--- src/logic/usb_out_settings.svh ---
// Build-time sizing for the USB OUT/SETUP protocol engine
// Included by the package and by any module that needs the raw numbers

`ifndef USB_OUT_SETTINGS_SVH
`define USB_OUT_SETTINGS_SVH

// Implemented OUT endpoints, 0 up to this count minus one
`define USB_OUT_NUM_EPS 4

// Largest data payload in bytes, sets the put offset width
`define USB_OUT_MAX_PKT 32

// 48 MHz cycles to wait for the host data packet after a token
`define USB_OUT_ACK_TIMEOUT 68

`endif
--- src/logic/usb_out_pkg.sv ---
// Types shared by the OUT/SETUP engine, its register block and the capture path
// Modules pull these in with a wildcard import in their header

`include "usb_out_settings.svh"

package usb_out_pkg;

  // Packet IDs seen or sent by the OUT side
  // Low two bits are the PID type, 2'b01 marks a token
  typedef enum logic [3:0] {
    PidOut   = 4'b0001,
    PidSetup = 4'b1101,
    PidData0 = 4'b0011,
    PidData1 = 4'b1011,
    PidAck   = 4'b0010,
    PidNak   = 4'b1010,
    PidStall = 4'b1110
  } usb_pid_e;

  // One bit per implemented endpoint
  typedef logic [`USB_OUT_NUM_EPS-1:0] ep_mask_t;
  typedef logic [$clog2(`USB_OUT_NUM_EPS)-1:0] ep_idx_t;

  // Byte offset inside one packet
  typedef logic [$clog2(`USB_OUT_MAX_PKT)-1:0] put_addr_t;

  // Transaction FSM
  typedef enum logic [1:0] {
    StIdle,
    StRcvdOut,
    StRcvdDataStart,
    StRcvdDataEnd
  } out_state_e;

endpackage

--- src/logic/usb_out_cfg_if.sv ---
// Configuration bundle from the AXI4-Lite register block to the OUT engine
// Also returns the live data toggles for software reads

`timescale 1ns/1ps

interface usb_out_cfg_if import usb_out_pkg::*; ();
  logic [6:0] dev_addr;
  ep_mask_t   ep_enabled;
  ep_mask_t   ep_control;
  ep_mask_t   ep_stall;
  // Software toggle write, one-cycle strobe with value and select mask
  logic       tog_we;
  ep_mask_t   tog_status;
  ep_mask_t   tog_mask;
  // Current toggle state from the engine
  ep_mask_t   data_toggle;

  modport regs (output dev_addr, ep_enabled, ep_control, ep_stall,
                output tog_we, tog_status, tog_mask, input data_toggle);
  modport engine (input dev_addr, ep_enabled, ep_control, ep_stall,
                  input tog_we, tog_status, tog_mask, output data_toggle);
endinterface

--- src/logic/usb_out_top.sv ---
// Top level of the USB OUT/SETUP engine
// Register block, transaction engine and data capture wired together

`timescale 1ns/1ps

module usb_out_top import usb_out_pkg::*; (
  input  logic        clk_48mhz_i,
  input  logic        rst_ni,
  input  logic        link_reset_i,
  // AXI4-Lite slave
  input  logic [4:0]  awaddr_i,
  input  logic        awvalid_i,
  output logic        awready_o,
  input  logic [31:0] wdata_i,
  input  logic        wvalid_i,
  output logic        wready_o,
  output logic [1:0]  bresp_o,
  output logic        bvalid_o,
  input  logic        bready_i,
  input  logic [4:0]  araddr_i,
  input  logic        arvalid_i,
  output logic        arready_o,
  output logic [31:0] rdata_o,
  output logic [1:0]  rresp_o,
  output logic        rvalid_o,
  input  logic        rready_i,
  // USB receive side
  input  logic        rx_pkt_start_i,
  input  logic        rx_pkt_end_i,
  input  logic        rx_pkt_valid_i,
  input  usb_pid_e    rx_pid_i,
  input  logic [6:0]  rx_addr_i,
  input  logic [3:0]  rx_endp_i,
  input  logic        rx_data_put_i,
  input  logic [7:0]  rx_data_i,
  // USB transmit side
  output logic        tx_pkt_start_o,
  output usb_pid_e    tx_pid_o,
  // Endpoint side
  output ep_idx_t     out_ep_current_o,
  output logic        out_ep_newpkt_o,
  output logic        out_ep_data_put_o,
  output put_addr_t   out_ep_put_addr_o,
  output logic [7:0]  out_ep_data_o,
  output logic        out_ep_acked_o,
  output logic        out_ep_rollback_o,
  output ep_mask_t    out_ep_setup_o,
  input  ep_mask_t    out_ep_full_i
);

  logic data_phase;
  logic xact_clear;
  logic nak;

  usb_out_cfg_if cfg ();

  usb_out_ep_regs i_regs (
    .clk_48mhz_i, .rst_ni,
    .awaddr_i, .awvalid_i, .awready_o,
    .wdata_i, .wvalid_i, .wready_o,
    .bresp_o, .bvalid_o, .bready_i,
    .araddr_i, .arvalid_i, .arready_o,
    .rdata_o, .rresp_o, .rvalid_o, .rready_i,
    .cfg (cfg.regs)
  );

  usb_out_xact_engine i_engine (
    .clk_48mhz_i, .rst_ni, .link_reset_i,
    .cfg (cfg.engine),
    .rx_pkt_start_i, .rx_pkt_end_i, .rx_pkt_valid_i,
    .rx_pid_i, .rx_addr_i, .rx_endp_i,
    .out_ep_full_i,
    .nak_i (nak),
    .tx_pkt_start_o, .tx_pid_o,
    .out_ep_current_o, .out_ep_newpkt_o,
    .out_ep_acked_o, .out_ep_rollback_o, .out_ep_setup_o,
    .data_phase_o (data_phase),
    .xact_clear_o (xact_clear)
  );

  // Full bit of the endpoint owning the transaction
  usb_out_rx_capture i_capture (
    .clk_48mhz_i, .rst_ni,
    .rx_data_put_i, .rx_data_i,
    .data_phase_i (data_phase),
    .xact_clear_i (xact_clear),
    .ep_full_i    (out_ep_full_i[out_ep_current_o]),
    .out_ep_data_put_o, .out_ep_put_addr_o, .out_ep_data_o,
    .nak_o        (nak)
  );

endmodule

--- src/logic/usb_out_rx_capture.sv ---
// Data capture for the current OUT/SETUP transaction
// Latches received bytes, issues the delayed put strobe with its offset
// and remembers whether any byte hit a full endpoint

`timescale 1ns/1ps

module usb_out_rx_capture import usb_out_pkg::*; (
  input  logic      clk_48mhz_i,
  input  logic      rst_ni,
  input  logic      rx_data_put_i,
  input  logic [7:0] rx_data_i,
  input  logic      data_phase_i,
  input  logic      xact_clear_i,
  input  logic      ep_full_i,
  output logic      out_ep_data_put_o,
  output put_addr_t out_ep_put_addr_o,
  output logic [7:0] out_ep_data_o,
  output logic      nak_o
);

  logic advance;

  // Byte register, valid whenever the put strobe is high
  always_ff @(posedge clk_48mhz_i) begin
    if (rx_data_put_i) begin
      out_ep_data_o <= rx_data_i;
    end
  end

  // Stop counting once a NAK is pending or the offset is at its top
  assign advance = out_ep_data_put_o && !nak_o && !(&out_ep_put_addr_o);

  always_ff @(posedge clk_48mhz_i or negedge rst_ni) begin
    if (!rst_ni) begin
      out_ep_data_put_o <= 1'b0;
      out_ep_put_addr_o <= '0;
      nak_o             <= 1'b0;
    end else begin
      // Put follows the rx strobe by one cycle
      out_ep_data_put_o <= data_phase_i && rx_data_put_i;
      if (xact_clear_i) begin
        out_ep_put_addr_o <= '0;
      end else if (data_phase_i && advance) begin
        out_ep_put_addr_o <= out_ep_put_addr_o + 1'b1;
      end
      // Sticky for the rest of the packet
      if (!data_phase_i) begin
        nak_o <= 1'b0;
      end else if (out_ep_data_put_o && ep_full_i) begin
        nak_o <= 1'b1;
      end
    end
  end

endmodule

--- src/logic/usb_out_xact_engine.sv ---
// OUT/SETUP transaction engine
// Decodes tokens for this device, runs the transaction FSM with the data timeout,
// picks the handshake and keeps the per-endpoint data toggles

`timescale 1ns/1ps
`include "usb_out_settings.svh"

module usb_out_xact_engine import usb_out_pkg::*; (
  input  logic          clk_48mhz_i,
  input  logic          rst_ni,
  input  logic          link_reset_i,
  usb_out_cfg_if.engine cfg,
  input  logic          rx_pkt_start_i,
  input  logic          rx_pkt_end_i,
  input  logic          rx_pkt_valid_i,
  input  usb_pid_e      rx_pid_i,
  input  logic [6:0]    rx_addr_i,
  input  logic [3:0]    rx_endp_i,
  input  ep_mask_t      out_ep_full_i,
  input  logic          nak_i,
  output logic          tx_pkt_start_o,
  output usb_pid_e      tx_pid_o,
  output ep_idx_t       out_ep_current_o,
  output logic          out_ep_newpkt_o,
  output logic          out_ep_acked_o,
  output logic          out_ep_rollback_o,
  output ep_mask_t      out_ep_setup_o,
  output logic          data_phase_o,
  output logic          xact_clear_o
);

  localparam int unsigned TIMER_W = $clog2(`USB_OUT_ACK_TIMEOUT + 1);

  out_state_e         state_q, state_d;
  logic [TIMER_W-1:0] timer_q, timer_d;
  ep_mask_t           tog_q, tog_d;
  ep_idx_t            idx_d;
  logic token_rcvd, out_tok, setup_tok, tok_accept, xact_start;
  logic data_rcvd, bad_pkt, bad_toggle, setup_q, ep_full;

  //////////////////////////////////////////////////////////////////////
  // Token and packet decode
  //////////////////////////////////////////////////////////////////////
  // Token type is 2'b01 in the low PID bits
  assign token_rcvd = rx_pkt_end_i && rx_pkt_valid_i && (rx_pid_i[1:0] == 2'b01) &&
                      (rx_addr_i == cfg.dev_addr);
  assign out_tok    = token_rcvd && (rx_pid_i == PidOut);
  assign setup_tok  = token_rcvd && (rx_pid_i == PidSetup);
  assign idx_d      = rx_endp_i[$bits(ep_idx_t)-1:0];
  // Unimplemented or disabled endpoints are ignored, SETUP only on control
  assign tok_accept = (rx_endp_i < `USB_OUT_NUM_EPS) && cfg.ep_enabled[idx_d] &&
                      (out_tok || (setup_tok && cfg.ep_control[idx_d]));

  assign data_rcvd  = rx_pkt_end_i && rx_pkt_valid_i && (rx_pid_i inside {PidData0, PidData1});
  // Corrupt, or valid but not DATA0/DATA1
  assign bad_pkt    = rx_pkt_end_i && !data_rcvd;
  // PID bit 3 carries the DATA0/DATA1 toggle
  assign bad_toggle = data_rcvd && (rx_pid_i[3] != tog_q[out_ep_current_o]);
  assign ep_full    = out_ep_full_i[out_ep_current_o];

  //////////////////////////////////////////////////////////////////////
  // Transaction FSM
  //////////////////////////////////////////////////////////////////////
  always_comb begin
    state_d           = state_q;
    timer_d           = TIMER_W'(`USB_OUT_ACK_TIMEOUT);
    xact_start        = 1'b0;
    tx_pkt_start_o    = 1'b0;
    tx_pid_o          = PidAck;
    out_ep_acked_o    = 1'b0;
    out_ep_rollback_o = 1'b0;
    case (state_q)
      StIdle: begin
        if (tok_accept) begin
          state_d    = StRcvdOut;
          xact_start = 1'b1;
        end
      end
      StRcvdOut: begin
        // Host gets a bounded window to start the data packet
        timer_d = timer_q - 1'b1;
        if (rx_pkt_start_i) begin
          state_d = StRcvdDataStart;
        end else if (timer_q == '0) begin
          state_d = StIdle;
        end
      end
      StRcvdDataStart: begin
        if (bad_toggle && !cfg.ep_stall[out_ep_current_o]) begin
          // Host likely missed our last ACK, ACK again and drop the data
          state_d           = StIdle;
          out_ep_rollback_o = 1'b1;
          tx_pkt_start_o    = 1'b1;
        end else if (bad_pkt) begin
          // Silent drop, no NAK on a bad CRC
          state_d           = StIdle;
          out_ep_rollback_o = 1'b1;
        end else if (data_rcvd) begin
          state_d = StRcvdDataEnd;
        end
      end
      StRcvdDataEnd: begin
        state_d        = StIdle;
        tx_pkt_start_o = 1'b1;
        if (setup_q) begin
          // A SETUP that could not be stored gets no answer at all
          if (nak_i || ep_full) begin
            tx_pkt_start_o    = 1'b0;
            out_ep_rollback_o = 1'b1;
          end else begin
            out_ep_acked_o = 1'b1;
          end
        end else if (cfg.ep_stall[out_ep_current_o]) begin
          tx_pid_o = PidStall;
        end else if (nak_i || ep_full) begin
          tx_pid_o          = PidNak;
          out_ep_rollback_o = 1'b1;
        end else begin
          out_ep_acked_o = 1'b1;
        end
      end
      default: state_d = StIdle;
    endcase
    // Link reset aborts everything and keeps pulses quiet
    if (link_reset_i) begin
      state_d           = StIdle;
      xact_start        = 1'b0;
      tx_pkt_start_o    = 1'b0;
      out_ep_acked_o    = 1'b0;
      out_ep_rollback_o = 1'b0;
    end
  end

  assign data_phase_o = (state_q == StRcvdDataStart);
  assign xact_clear_o = (state_q == StRcvdOut);

  // Toggle update, then software writes on top through the mask
  always_comb begin
    tog_d = tog_q;
    if (xact_start && setup_tok) begin
      tog_d[idx_d] = 1'b0;
    end else if (out_ep_acked_o) begin
      tog_d[out_ep_current_o] = ~tog_q[out_ep_current_o];
    end
    if (cfg.tog_we) begin
      tog_d = (tog_d & ~cfg.tog_mask) | (cfg.tog_status & cfg.tog_mask);
    end
  end
  assign cfg.data_toggle = tog_q;

  always_ff @(posedge clk_48mhz_i or negedge rst_ni) begin
    if (!rst_ni) begin
      state_q          <= StIdle;
      timer_q          <= TIMER_W'(`USB_OUT_ACK_TIMEOUT);
      tog_q            <= '0;
      out_ep_setup_o   <= '0;
      out_ep_newpkt_o  <= 1'b0;
      out_ep_current_o <= '0;
      setup_q          <= 1'b0;
    end else begin
      state_q         <= state_d;
      timer_q         <= timer_d;
      tog_q           <= link_reset_i ? '0 : tog_d;
      out_ep_newpkt_o <= xact_start;
      if (link_reset_i) begin
        out_ep_setup_o <= '0;
      end else if (xact_start) begin
        // SETUP marks the endpoint, a later OUT clears it
        out_ep_setup_o[idx_d] <= setup_tok;
        out_ep_current_o      <= idx_d;
        setup_q               <= setup_tok;
      end
    end
  end

endmodule

--- src/logic/usb_out_ep_regs.sv ---
// AXI4-Lite register block for the OUT engine
// Holds device address and endpoint masks, turns toggle writes into a strobe

`timescale 1ns/1ps

module usb_out_ep_regs import usb_out_pkg::*; (
  input  logic        clk_48mhz_i,
  input  logic        rst_ni,
  input  logic [4:0]  awaddr_i,
  input  logic        awvalid_i,
  output logic        awready_o,
  input  logic [31:0] wdata_i,
  input  logic        wvalid_i,
  output logic        wready_o,
  output logic [1:0]  bresp_o,
  output logic        bvalid_o,
  input  logic        bready_i,
  input  logic [4:0]  araddr_i,
  input  logic        arvalid_i,
  output logic        arready_o,
  output logic [31:0] rdata_o,
  output logic [1:0]  rresp_o,
  output logic        rvalid_o,
  input  logic        rready_i,
  usb_out_cfg_if.regs cfg
);

  localparam int unsigned NEP = $bits(ep_mask_t);

  logic        wr_fire;
  logic        rd_fire;
  logic [31:0] rd_mux;

  // Address and data are taken together, one write in flight
  assign wr_fire   = awvalid_i && wvalid_i && !bvalid_o;
  assign awready_o = wr_fire;
  assign wready_o  = wr_fire;
  assign rd_fire   = arvalid_i && !rvalid_o;
  assign arready_o = rd_fire;
  // Always OKAY
  assign bresp_o = 2'b00;
  assign rresp_o = 2'b00;

  always_ff @(posedge clk_48mhz_i or negedge rst_ni) begin
    if (!rst_ni) begin
      cfg.dev_addr   <= '0;
      cfg.ep_enabled <= '0;
      cfg.ep_control <= '0;
      cfg.ep_stall   <= '0;
      cfg.tog_we     <= 1'b0;
      bvalid_o       <= 1'b0;
      rvalid_o       <= 1'b0;
    end else begin
      // Toggle strobe lives for one cycle only
      cfg.tog_we <= wr_fire && (awaddr_i == 5'h10);
      if (wr_fire) begin
        case (awaddr_i)
          5'h00:   cfg.dev_addr   <= wdata_i[6:0];
          5'h04:   cfg.ep_enabled <= wdata_i[NEP-1:0];
          5'h08:   cfg.ep_control <= wdata_i[NEP-1:0];
          5'h0C:   cfg.ep_stall   <= wdata_i[NEP-1:0];
          default: ;
        endcase
      end
      // Write response holds until accepted
      if (wr_fire) begin
        bvalid_o <= 1'b1;
      end else if (bready_i) begin
        bvalid_o <= 1'b0;
      end
      if (rd_fire) begin
        rvalid_o <= 1'b1;
      end else if (rready_i) begin
        rvalid_o <= 1'b0;
      end
    end
  end

  // Toggle value in the low bits, select mask from bit 16 up
  always_ff @(posedge clk_48mhz_i) begin
    if (wr_fire) begin
      cfg.tog_status <= wdata_i[NEP-1:0];
      cfg.tog_mask   <= wdata_i[16 +: NEP];
    end
  end

  //////////////////////////////////////////////////////////////////////
  // Read path
  //////////////////////////////////////////////////////////////////////
  always_comb begin
    rd_mux = '0;
    case (araddr_i)
      5'h00:   rd_mux[6:0]     = cfg.dev_addr;
      5'h04:   rd_mux[NEP-1:0] = cfg.ep_enabled;
      5'h08:   rd_mux[NEP-1:0] = cfg.ep_control;
      5'h0C:   rd_mux[NEP-1:0] = cfg.ep_stall;
      // Live toggles straight from the engine
      5'h10:   rd_mux[NEP-1:0] = cfg.data_toggle;
      default: rd_mux = '0;
    endcase
  end

  always_ff @(posedge clk_48mhz_i) begin
    if (rd_fire) begin
      rdata_o <= rd_mux;
    end
  end

endmodule

--- config.mk ---
export PLATFORM = sky130hd
export DESIGN_NAME = usb_out_top
export DESIGN_NICKNAME = d
export VERILOG_FILES = /design/src/logic/usb_out_pkg.sv /design/src/logic/usb_out_cfg_if.sv /design/src/logic/usb_out_top.sv /design/src/logic/usb_out_rx_capture.sv /design/src/logic/usb_out_xact_engine.sv /design/src/logic/usb_out_ep_regs.sv
export VERILOG_INCLUDE_DIRS = /design/src /design/src/logic
export SDC_FILE = /design/constraint.sdc
export NUM_CORES = 1
export LEC_CHECK = 0
export BUFFER_PORTS_ARGS = -buffer_cell sky130_fd_sc_hd__buf_4
export CORE_MARGIN = 10
export CORE_UTILIZATION = 45
export DETAILED_ROUTE_END_ITERATION = 12
export PLACE_DENSITY_LB_ADDON = 0.25
export SLEW_MARGIN = 20
export SYNTH_ARGS = -nofsm -noshare
export SYNTH_HDL_FRONTEND = slang
export SYNTH_SLANG_ARGS = --single-unit
--- constraint.sdc ---
create_clock -name clk_48mhz_i -period 3.91 [get_ports clk_48mhz_i]
set_clock_uncertainty 0.15 [all_clocks]
set_input_delay 0.5865 -clock clk_48mhz_i [delete_from_list [all_inputs] [get_ports clk_48mhz_i]]
set_output_delay 0.5865 -clock clk_48mhz_i [all_outputs]
set_load 0.005 [all_outputs]
==> impl_metrics.toml, run 1 <==
[routing]
drt_drc_violations_left = 0
wire_per_inst_um = 17.3
number_of_nets_with_antenna_violations_after_detailed_routing = 0
detail_route.wirelength_um = 9170
via_count = 2773
detail_route.iter0.violations = 201
vias_per_cell = 5.22
firstDrtPassIters = 4

[grt]
globalRouteTotalUtil_pct = 14.4
antenna_found_initial = 0
maximum_number_of_pins_on_one_net_before_global_route_repair = 51
grt_pass1_vias = 2910
grt_pass1_wl_um = 14700
grt_remaining_overflow = 0

[clock_network]
clkLatencyLatePin_ns = 0.33
post-cts-setup-buffer-count = 0
post_cts.resized_instances = 0
h-tree-depth = 3
holdBufCountCts = 0
tritoncts_num_sinks = 73
cts_root_buf = "clkbuf_8"
cts_inserted_buffers = 9
longest_clk_path_bufs = 2
clkSlewWorstSetupHoldPaths_ns = 0.08
cts_tree = "yes"

[sta]
max_clock_freq_ghz = 0.307
setup_viol = 0
final_min_period_over_clock_period_pct = 83.3
finalHoldViolCount = 0
finalCriticalPeriod_ns = 3.26
setup-tns-final_ns = 0
worst_pin_slew_ns = 0.688
rsz0062_at_grt = "false"
slew_headroom_pct = 53.8
report.final.slew_viol_count = 0

[power]
cellLeakagePower_nw = 2.12
p_per_area_nw_per_um2 = 347
irDropWorstVdd_mv = 0.197

[worst_setup_path]
cp-start-kind = "register"
criticalPathCategory = "register to primary output"
cell_class_contributing_the_biggest_share_of_worst_path_delay = "multiplexers"
timing.critical_path.fanout_max = 9
critical-path-slowest-cell = "mux4_1"
critical-path-max-stage-delay_ns = 0.63
critical_path_sink_type = "primary output"
critical_path_required_ns = 3.17
worst-path-buf-inv = 1
critPathArrivalTime_ns = 2.52
critical_path.cell_chain = "mux4_1 > xnor2_1 > nor2_1 > a21oi_1 > a311oi_1 > buf_4"

[placed_design]
place.port_buffers = 97
hpwl_um = 7340
post_dp_cell_area_sq_um = 4430
gpl.final_weighted_congestion = 0.795

[logic_synthesis]
number_of_enable_type_register_cells_in_the_synthesized_netlist = 23
syn_area_per_cell_sq_um = 11.5
ys_ff_latch = 73
mapped_cells = 326
synth_sequential_area_ratio_pct = 51.9
synth_area_sq_um = 3750
postSynth.topFlopCell = "dfrtp_1"
post_synth_num_cell_types = 55
ys.warnings.count = 0
async_reset_ff_share_pct = 68.5

[finish]
postLayoutCellArea_sq_um = 4610
layout_commonest_cell = "buf_4"
area_growth_syn_to_layout_pct = 23.1
antenna_cells_inserted = 0
finalCoreUtilization_pct = 56.4
design.final.nets = 506
layout.cells.most_common_list = "97 x buf_4, 48 x dfrtp_1, 31 x conb_1"
layout-drive-gt1-share_pct = 33.6
fillers = 740

[run]
max_cap_violations = 0

[floorplanning]
floorplan.die.height_um = 111
die_w_um = 111
core-area_sq_um = 8180
die-area_sq_um = 12400
io_pins = 150
initial_core_util_pct = 45.8
fp-row-count = 33

[hold_path]
min_path_type = "primary input to async pin"

[status]
status = "finished, final reports clean"
[sequential cells by signal, indices dropped and copies added (netlist names), 2 cells and up]
| signal | count |
|---|---|
| i_engine.out_ep_setup_o | 4 |
| i_regs.cfg.ep_stall | 4 |
| i_engine.timer_q | 7 |
| i_regs.cfg.dev_addr | 7 |
| i_regs.cfg.ep_control | 4 |
| i_capture.out_ep_data_o | 8 |
| i_regs.rdata_o | 7 |
| i_regs.cfg.ep_enabled | 4 |
| i_engine.out_ep_current_o | 2 |
| i_regs.cfg.tog_mask | 4 |
| i_engine.cfg.data_toggle | 4 |
| i_engine.state_q | 2 |
| i_regs.cfg.tog_status | 4 |
| i_capture.out_ep_put_addr_o | 5 |
[area by class of cell]
| type | count | area, sq um | share of cell area (%) |
|---|---|---|---|
| Tap cell | 105 | 131 | 2.85 |
| Inverter | 8 | 30.0 | 0.651 |
| Clock buffer | 10 | 128 | 2.77 |
| Clock inverter | 6 | 58.8 | 1.27 |
| Multi-Input combinational cell | 232 | 1590 | 34.5 |
| Sequential cell | 73 | 1940 | 42.1 |
| Timing Repair Buffer | 97 | 728 | 15.8 |
[metrics by stage]
stage / hold WS, ns / cells / power, mW / setup slack, ns
floorplan: 0.141 / 355 / 0.963 / 1.24
global placement: 0.321 / 515 / 1.04 / 0.986
detailed placement: 0.331 / 515 / 1.05 / 0.954
CTS: 0.137 / 531 / 1.62 / 0.669
global route: 0.165 / 531 / 1.68 / 0.477
finish: 0.123 / 531 / 1.60 / 0.653
[metal layers]
layer	part of all wire [%]	vias to the layer above	track usage, %	wire length [um]
met5	0	-	0	0
met4	1.0	0	4.97	95
met3	7.2	9	4.33	661
met2	50	107	23.2	4580
met1	42	1336	17.9	3840
li1	-	1321	-	-
[kinds of logic after synthesis]
kind of cell	Yosys count	synth area share, %
adder cells (fa/ha/maj)	4	1.34
AO/OA/AOI/OAI	55	10.2
other	2	0.200
buffers and inverters	50	8.48
XOR/XNOR	13	3.04
AND/OR/NAND/NOR	98	13.9
flip-flops	73	51.9
multiplexers	31	11.0
[cells in the mapped netlist (all sizes together) (4+ instances only)]
library cell / count / area (sq um)
a21oi: 5 / 25.0
a22oi: 8 / 60.1
and2: 5 / 31.3
and3: 5 / 31.3
buf: 35 / 262
clkbuf: 7 / 26.3
dfrtp: 48 / 1200
edfxtp: 23 / 691
ha: 4 / 50.1
inv: 8 / 30.0
mux2: 26 / 293
mux4: 5 / 120
nand2: 21 / 78.8
nand2b: 6 / 37.5
nor2: 23 / 86.3
nor2b: 4 / 25.0
nor3: 5 / 25.0
nor4: 5 / 31.3
o21ai: 21 / 105
o311ai: 4 / 35.0
xnor2: 4 / 35.0
xor2: 9 / 78.8
[worst paths after layout]
path / startpoint / end / slack (ns) / cells past startpoint
worst max-delay path: i_engine.out_ep_current_o[0] / tx_pkt_start_o / 0.65 / 6
worst min-delay path: rst_ni / i_engine.timer_q[3] / 0.12 / 1
worst max register to register: i_engine.out_ep_current_o[0] / i_engine.cfg.data_toggle[2] / 0.95 / 5
worst min register to register: i_engine.timer_q[0] / i_engine.timer_q[0] / 0.34 / 1
max in group asynchronous: rst_ni / i_regs.cfg.dev_addr[5] / 3.03 / 1
min in group clk_48mhz_i: awaddr_i[1] / i_regs.cfg.tog_we / 0.26 / 2
[power by group]
part	total (mW)	internal [mW]	switching, mW
clock	0.566	0.291	0.275
sequential	0.856	0.830	0.0260
combinational	0.178	0.0977	0.0805
total	1.60	1.22	0.382
Power figures use the tool's default switching activity.
==> inputs of run 2 (changes only) <==
--- a/config.mk
+++ b/config.mk
@@ -6,6 +6,7 @@
 export SDC_FILE = /design/constraint.sdc
 export NUM_CORES = 1
 export LEC_CHECK = 0
+export ABC_AREA = 1
 export BUFFER_PORTS_ARGS = -buffer_cell sky130_fd_sc_hd__buf_4
 export CORE_MARGIN = 10
 export CORE_UTILIZATION = 45
==> constraint.sdc (replaced) <==
create_clock -name clk_48mhz_i -period 2.9 [get_ports clk_48mhz_i]
set_clock_uncertainty 0.15 [all_clocks]
set_input_delay 0.435 -clock clk_48mhz_i [delete_from_list [all_inputs] [get_ports clk_48mhz_i]]
set_output_delay 0.435 -clock clk_48mhz_i [all_outputs]
set_load 0.005 [all_outputs]
==> run 2 against run 1 <==
Sequential power up 39%. Critical path depth up 4. Wire length up 7.6%. Clock power up 55%. Die area up 3.7%. Synthesized cell count up 47%. Final cell count up 30%. Cell area up 5.3%. Register-to-register slack worse by 0.26 ns. Via count up 21%. Sequential cell count unchanged. Synthesized area up 4.5%. Largest cell class unchanged.
==> impl_metrics.toml, run 2 <==
[placed_design]
gpl.final_weighted_congestion = 0.889
place.port_buffers = 97
hpwl_um = 8020
detailedPlace.worstSlack_ns = 0.494
post_dp_cell_area_sq_um = 4620

[clock_network]
tritoncts_num_sinks = 73
post-cts-setup-buffer-count = 0
cts_inserted_buffers = 9
h-tree-depth = 3
cts_tree = "yes"
cts_root_buf = "clkbuf_8"
clkLatencyLatePin_ns = 0.35
clkSlewWorstSetupHoldPaths_ns = 0.09
longest_clk_path_bufs = 2

[finish]
design.final.nets = 666
area_growth_syn_to_layout_pct = 24.0
layout_commonest_cell = "nand2_1"
layout.cells.most_common_list = "107 x nand2_1, 97 x buf_4, 70 x inv_1"
postLayoutCellArea_sq_um = 4860
largest_register_ffs = 8
layout-drive-gt1-share_pct = 22.4
largest-register = "i_capture.out_ep_data_o"
antenna_cells_inserted = 0

[floorplanning]
io_pins = 150
fp-row-count = 33
floorplan.die.height_um = 113
die-area_sq_um = 12800
initial_core_util_pct = 47.0
core-area_sq_um = 8340
die_w_um = 113

[power]
internal_power_mw = 1.79
p_per_area_nw_per_um2 = 501
cellLeakagePower_nw = 2.40
power_switching_share_pct = 26.6
sequentialPowerShare_pct = 49.1
net-switching-power_mw = 0.646
irDropWorstVdd_mv = 0.314
share_clk_of_total_power_pct = 36.1
p_total_mw = 2.43
share_comb_of_total_power_pct = 14.8

[worst_setup_path]
setup.worst_path.end = "out_ep_rollback_o"
path_common_cell = "nand2_1"
reg2reg_setup_slack_ns = 0.69
critical-path-max-stage-delay_ns = 0.46
critical_path_sink_type = "primary output"
critPathArrivalTime_ns = 2.01
criticalPathCategory = "register to primary output"
worstSetupPathDepth = 10
worst-path-buf-inv = 2
path_depth_of_the_worst_reg2reg_path = 12
timing.critical_path.fanout_max = 5
critical_path_required_ns = 2.32
critical-path-slowest-cell = "dfrtp_1"
cp-start-kind = "register"
critical_path.cell_chain = "inv_2 > nor2_1 > nand2_1 > nand4_1 > xor2_1 > nand3_1 > nand2_1 > nand2_1 > a21oi_1 > buf_4"
reg2reg_from = "i_regs.cfg.dev_addr[6]"
timing.rr.end = "i_engine.cfg.data_toggle[1]"
timing.critical_path.from = "i_engine.out_ep_current_o[1]"
cell_class_contributing_the_biggest_share_of_worst_path_delay = "simple AND/OR/NAND/NOR gates"

[routing]
firstDrtPassIters = 4
via_count = 3357
vias_per_cell = 4.86
number_of_nets_with_antenna_violations_after_detailed_routing = 0
detail_route.wirelength_um = 9870
drt_drc_violations_left = 0
wire_per_inst_um = 14.3
detail_route.iter0.violations = 176

[logic_synthesis]
async_reset_ff_share_pct = 68.5
synthMuxAreaShare_pct = 0
most_common_cell_in_the_netlist = "nand2_1"
synth_compound_gate_area_share_pct = 10.7
syn_area_per_cell_sq_um = 8.18
netlist_top_cells_area = "dfrtp_1 31%, edfxtp_1 18%, nand2_1 10%"
synth-adder-area-share_pct = 1.28
synthDominantAreaCellType = "dfrtp_1"
postSynth.topFlopCell = "dfrtp_1"
synth_simple_gate_area_share_pct = 23.1
ys_ff_latch = 73
synthDominantCellAreaShare_pct = 30.7
ys.warnings.count = 0
synth_area_sq_um = 3920
mapped_cells = 479
synth_sequential_area_ratio_pct = 49.6
synth.cells.most_frequent = "107 x nand2_1, 70 x inv_1, 52 x nor2_1, 48 x dfrtp_1, 33 x buf_4"
largest_family_of_logic_cells_by_synthesized_area = "simple AND/OR/NAND/NOR gates"
number_of_enable_type_register_cells_in_the_synthesized_netlist = 23
post_synth_num_cell_types = 40
post_synth_xor_area_fraction_pct = 1.12

[sta]
report.final.slew_viol_count = 0
worst_pin_slew_ns = 0.658
setup_viol = 0
slew_headroom_pct = 56.1
rsz0062_at_grt = "false"
final_min_period_over_clock_period_pct = 89.6
setup-tns-final_ns = 0
max_clock_freq_ghz = 0.385
finalCriticalPeriod_ns = 2.60
post-route-worst-setup-slack_ns = 0.302
finalHoldViolCount = 0

[status]
status = "finished, final reports clean"

[grt]
grt_pass1_wl_um = 15900
grt_remaining_overflow = 0
antenna_found_initial = 0
grt_pass1_vias = 3345
globalRouteTotalUtil_pct = 15.1
maximum_number_of_pins_on_one_net_before_global_route_repair = 51

[hold_path]
min_path_type = "primary input to register"

[run]
max_cap_violations = 0
run 2: worst min-delay path by stage:
stage                              from                     end  cells after the start
floorplan                        rst_ni         i_capture.nak_o                      0
finish                      wdata_i[18]  i_regs.cfg.tog_mask[2]                      1
global route                wdata_i[16]  i_regs.cfg.tog_mask[0]                      1
detailed placement  i_engine.timer_q[0]     i_engine.timer_q[0]                      1
CTS                         wdata_i[18]  i_regs.cfg.tog_mask[2]                      1
global placement    i_engine.timer_q[0]     i_engine.timer_q[0]                      1
run 2: metal layers:
layer	vias to the layer above	share of wire [%]	global-route usage, %
met1	1536	42	17.7
met5	-	0	0
met2	110	49	25.3
li1	1701	-	-
met3	10	7.9	5.49
met4	0	1.1	4.65
run 2: metrics by stage:
step / utilization [%] / cells / hold WS [ns]
2_1_floorplan: - / 508 / -0.0106
3_3_place_gp: 55.4 / 674 / 0.264
3_5_place_dp: 55.4 / 674 / 0.266
4_1_cts: 58.2 / 691 / 0.0916
5_1_grt: 58.2 / 691 / 0.0826
6_report: 58.2 / 691 / 0.102
run 2: area by class of cell:
| class | instances | area [sq um] |
|---|---|---|
| tap | 105 | 131 |
| clock buffer | 10 | 128 |
| multi-input combinational | 323 | 1540 |
| timing repair buffer | 98 | 738 |
| sequential | 73 | 1950 |
| inverter | 76 | 285 |
| clock inverter | 6 | 91.3 |
| fill | 783 | 3480 |
run 2: cell families (layout without fill, tap and decap cells):
| family | count (synthesis) | count (layout) |
|---|---|---|
| compound gates | 72 | 72 |
| other cells | 2 | 31 |
| flops | 73 | 73 |
| xor+xnor | 5 | 5 |
| simple gates | 211 | 211 |
| buf+inv | 112 | 190 |
| fa+ha+maj | 4 | 4 |
run 2: repair_timing:
action / in CTS / in global routing
hold buffers: 1 / 0
hold endpoints to repair: 42 / 0
endpoints found under the setup margin: 0 / 1
resized for setup: 0 / 2
run 2: power by group through the flow:
stage	combinational, mW	sequential, mW	clock [mW]
6_report	0.360	1.19	0.879
5_1_grt	0.412	1.20	0.948
4_1_cts	0.363	1.19	0.895
3_5_place_dp	0.361	1.21	0
3_3_place_gp	0.352	1.21	0
2_1_floorplan	0.226	1.20	0
==> inputs of run 3 (changes only) <==
==> constraint.sdc (replaced) <==
create_clock -name clk_48mhz_i -period 2.2 [get_ports clk_48mhz_i]
set_clock_uncertainty 0.15 [all_clocks]
set_input_delay 0.33 -clock clk_48mhz_i [delete_from_list [all_inputs] [get_ports clk_48mhz_i]]
set_output_delay 0.33 -clock clk_48mhz_i [all_outputs]
set_load 0.005 [all_outputs]
==> run 3 against run 2 <==
The run now ends with negative setup slack left. Cell area up 7.3%. Power up 32%. Non-clock buffer count up 31. Highest routed layer unchanged.
==> impl_metrics.toml, run 3 (synthesized netlist as in run 2, its figures left out) <==
[status]
status = "finished with violations"
failed_checks = "negative setup slack"

[sta]
setup_viol = 4
post-route-worst-setup-slack_ns = -0.257
worst_pin_slew_ns = 0.663
finalHoldViolCount = 0
rsz0062_at_grt = "true"
final_min_period_over_clock_period_pct = 112
finalCriticalPeriod_ns = 2.46
slew_headroom_pct = 55.8
report.final.slew_viol_count = 0
setup-tns-final_ns = -0.680
max_clock_freq_ghz = 0.407
worst_hold_slack_ns = 0.0174

[run]
max_cap_violations = 0

[grt]
antenna_found_initial = 0
globalRouteTotalUtil_pct = 16.1
grt_remaining_overflow = 0
grt_pass1_wl_um = 17000
grt_pass1_vias = 3612
maximum_number_of_pins_on_one_net_before_global_route_repair = 51

[worst_setup_path]
criticalPathCategory = "register to primary output"
timing.critical_path.fanout_max = 6
path_depth_of_the_worst_reg2reg_path = 16
critPathArrivalTime_ns = 1.98
cp-start-kind = "register"
critical_path_sink_type = "primary output"
critical_path_required_ns = 1.72

[routing]
number_of_nets_with_antenna_violations_after_detailed_routing = 0
vias_per_cell = 4.89
detail_route.wirelength_um = 10700
via_count = 3531
drt_drc_violations_left = 0
wire_per_inst_um = 14.9
detail_route.iter0.violations = 179
firstDrtPassIters = 4

[finish]
multi_input_area_sq_um = 1620
area_growth_syn_to_layout_pct = 33.0
largest_register_ffs = 8
largest-register = "i_capture.out_ep_data_o"
layout.cells.most_common_list = "114 x buf_4, 103 x nand2_1, 67 x inv_1"
antenna_cells_inserted = 0
layout_commonest_cell = "buf_4"
fillers = 737
design.final.nets = 697
layout-drive-gt1-share_pct = 27.4
sequential_cell_area_sq_um = 1950

[clock_network]
clkSlewWorstSetupHoldPaths_ns = 0.09
cts_tree = "yes"
clkLatencyLatePin_ns = 0.35
cts_inserted_buffers = 9
cts_root_buf = "clkbuf_8"
h-tree-depth = 3
longest_clk_path_bufs = 2
tritoncts_num_sinks = 73

[floorplanning]
initial_core_util_pct = 47.0
fp-row-count = 33
core-area_sq_um = 8340
die-area_sq_um = 12800
io_pins = 150
die_w_um = 113
floorplan.die.height_um = 113

[hold_path]
min_path_type = "primary input to register"
min_path_cells = 1

[power]
cellLeakagePower_nw = 2.57
p_per_area_nw_per_um2 = 618
irDropWorstVdd_mv = 0.302

[placed_design]
place.port_buffers = 97
gpl.final_weighted_congestion = 0.905
hpwl_um = 8340
-- run 3: cell count changes in the layout (fill, tap and decap cells not counted), moves of 3 or more --
cell,before,now
inv_4,0,3
nor2_1,51,47
nand2_1,107,103
inv_1,70,67
a21oi_1,14,11
nor2_4,1,4
dlygate4sd3_1,1,13
buf_4,97,114
-- run 3: per-layer routing --
metal	vias to the layer above	GRT usage (%)	share of wire, %
li1	1760	-	-
met1	1624	17.7	40
met2	126	28.1	50
met3	21	5.44	7.3
met4	0	6.01	2.5
met5	-	0	0
-- run 3: through the flow --
step / util (%) / cell area [sq um] / total power [mW] / setup slack [ns] / cells
after floorplan: - / 4030 / 1.88 / 0.332 / 508
after global placement: 56.3 / 4700 / 2.07 / 0.120 / 684
after detailed placement: 56.3 / 4700 / 2.09 / 0.0888 / 684
after CTS: 60.6 / 5050 / 3.22 / -0.199 / 711
after global routing: 62.5 / 5210 / 3.38 / -0.443 / 722
final: 62.5 / 5210 / 3.22 / -0.257 / 722
-- run 3: report_power, final --
group	total, mW	internal, mW	switching (mW)
Clock	1.12	0.599	0.525
Combinational	0.522	0.229	0.292
Sequential	1.57	1.51	0.0664
-- run 3: what timing repair did --
action                     4_1_cts  5_1_grt
pin swaps                        7        7
setup buffers                    5        4
setup endpoints to repair        4       14
hold endpoints to repair        53        7
hold buffers                     6        7
cloned                           0        0
gates resized for setup         15       16
-- run 3: cell type report --
type | instances | area share, %
inverters | 76 | 5.52
clock buffers | 11 | 2.93
clock inverters | 5 | 1.13
flip-flops and latches | 73 | 37.4
multi-input cells | 323 | 31.2
repair buffers | 129 | 19.4
well taps | 105 | 2.52
-- run 3: final timing paths --
| check | startpoint | endpoint | slack [ns] |
|---|---|---|---|
| min in group asynchronous | rst_ni | i_capture.out_ep_put_addr_o[3] | 0.41 |
| worst min register to register | i_engine.timer_q[0] | i_engine.timer_q[0] | 0.29 |
| max in group asynchronous | rst_ni | i_engine.out_ep_current_o[0] | 1.02 |
| worst max-delay path | i_engine.out_ep_current_o[0] | out_ep_rollback_o | -0.26 |
| worst max register to register | i_engine.out_ep_current_o[1] | i_engine.cfg.data_toggle[3] | 0.10 |
| worst min-delay path | rx_data_i[6] | i_capture.out_ep_data_o[6] | 0.02 |
-- run 3: worst max-delay path, stage by stage (launching register included) --
cell and delay [ns]:
dfrtp_2 0.49, nand2_2 0.13, inv_2 0.06, nand2_2 0.05
nand4_1 0.14, xor2_1 0.23, nand3_2 0.10, nand2_1 0.09
nand2_1 0.06, a21oi_2 0.15, buf_4 0.12
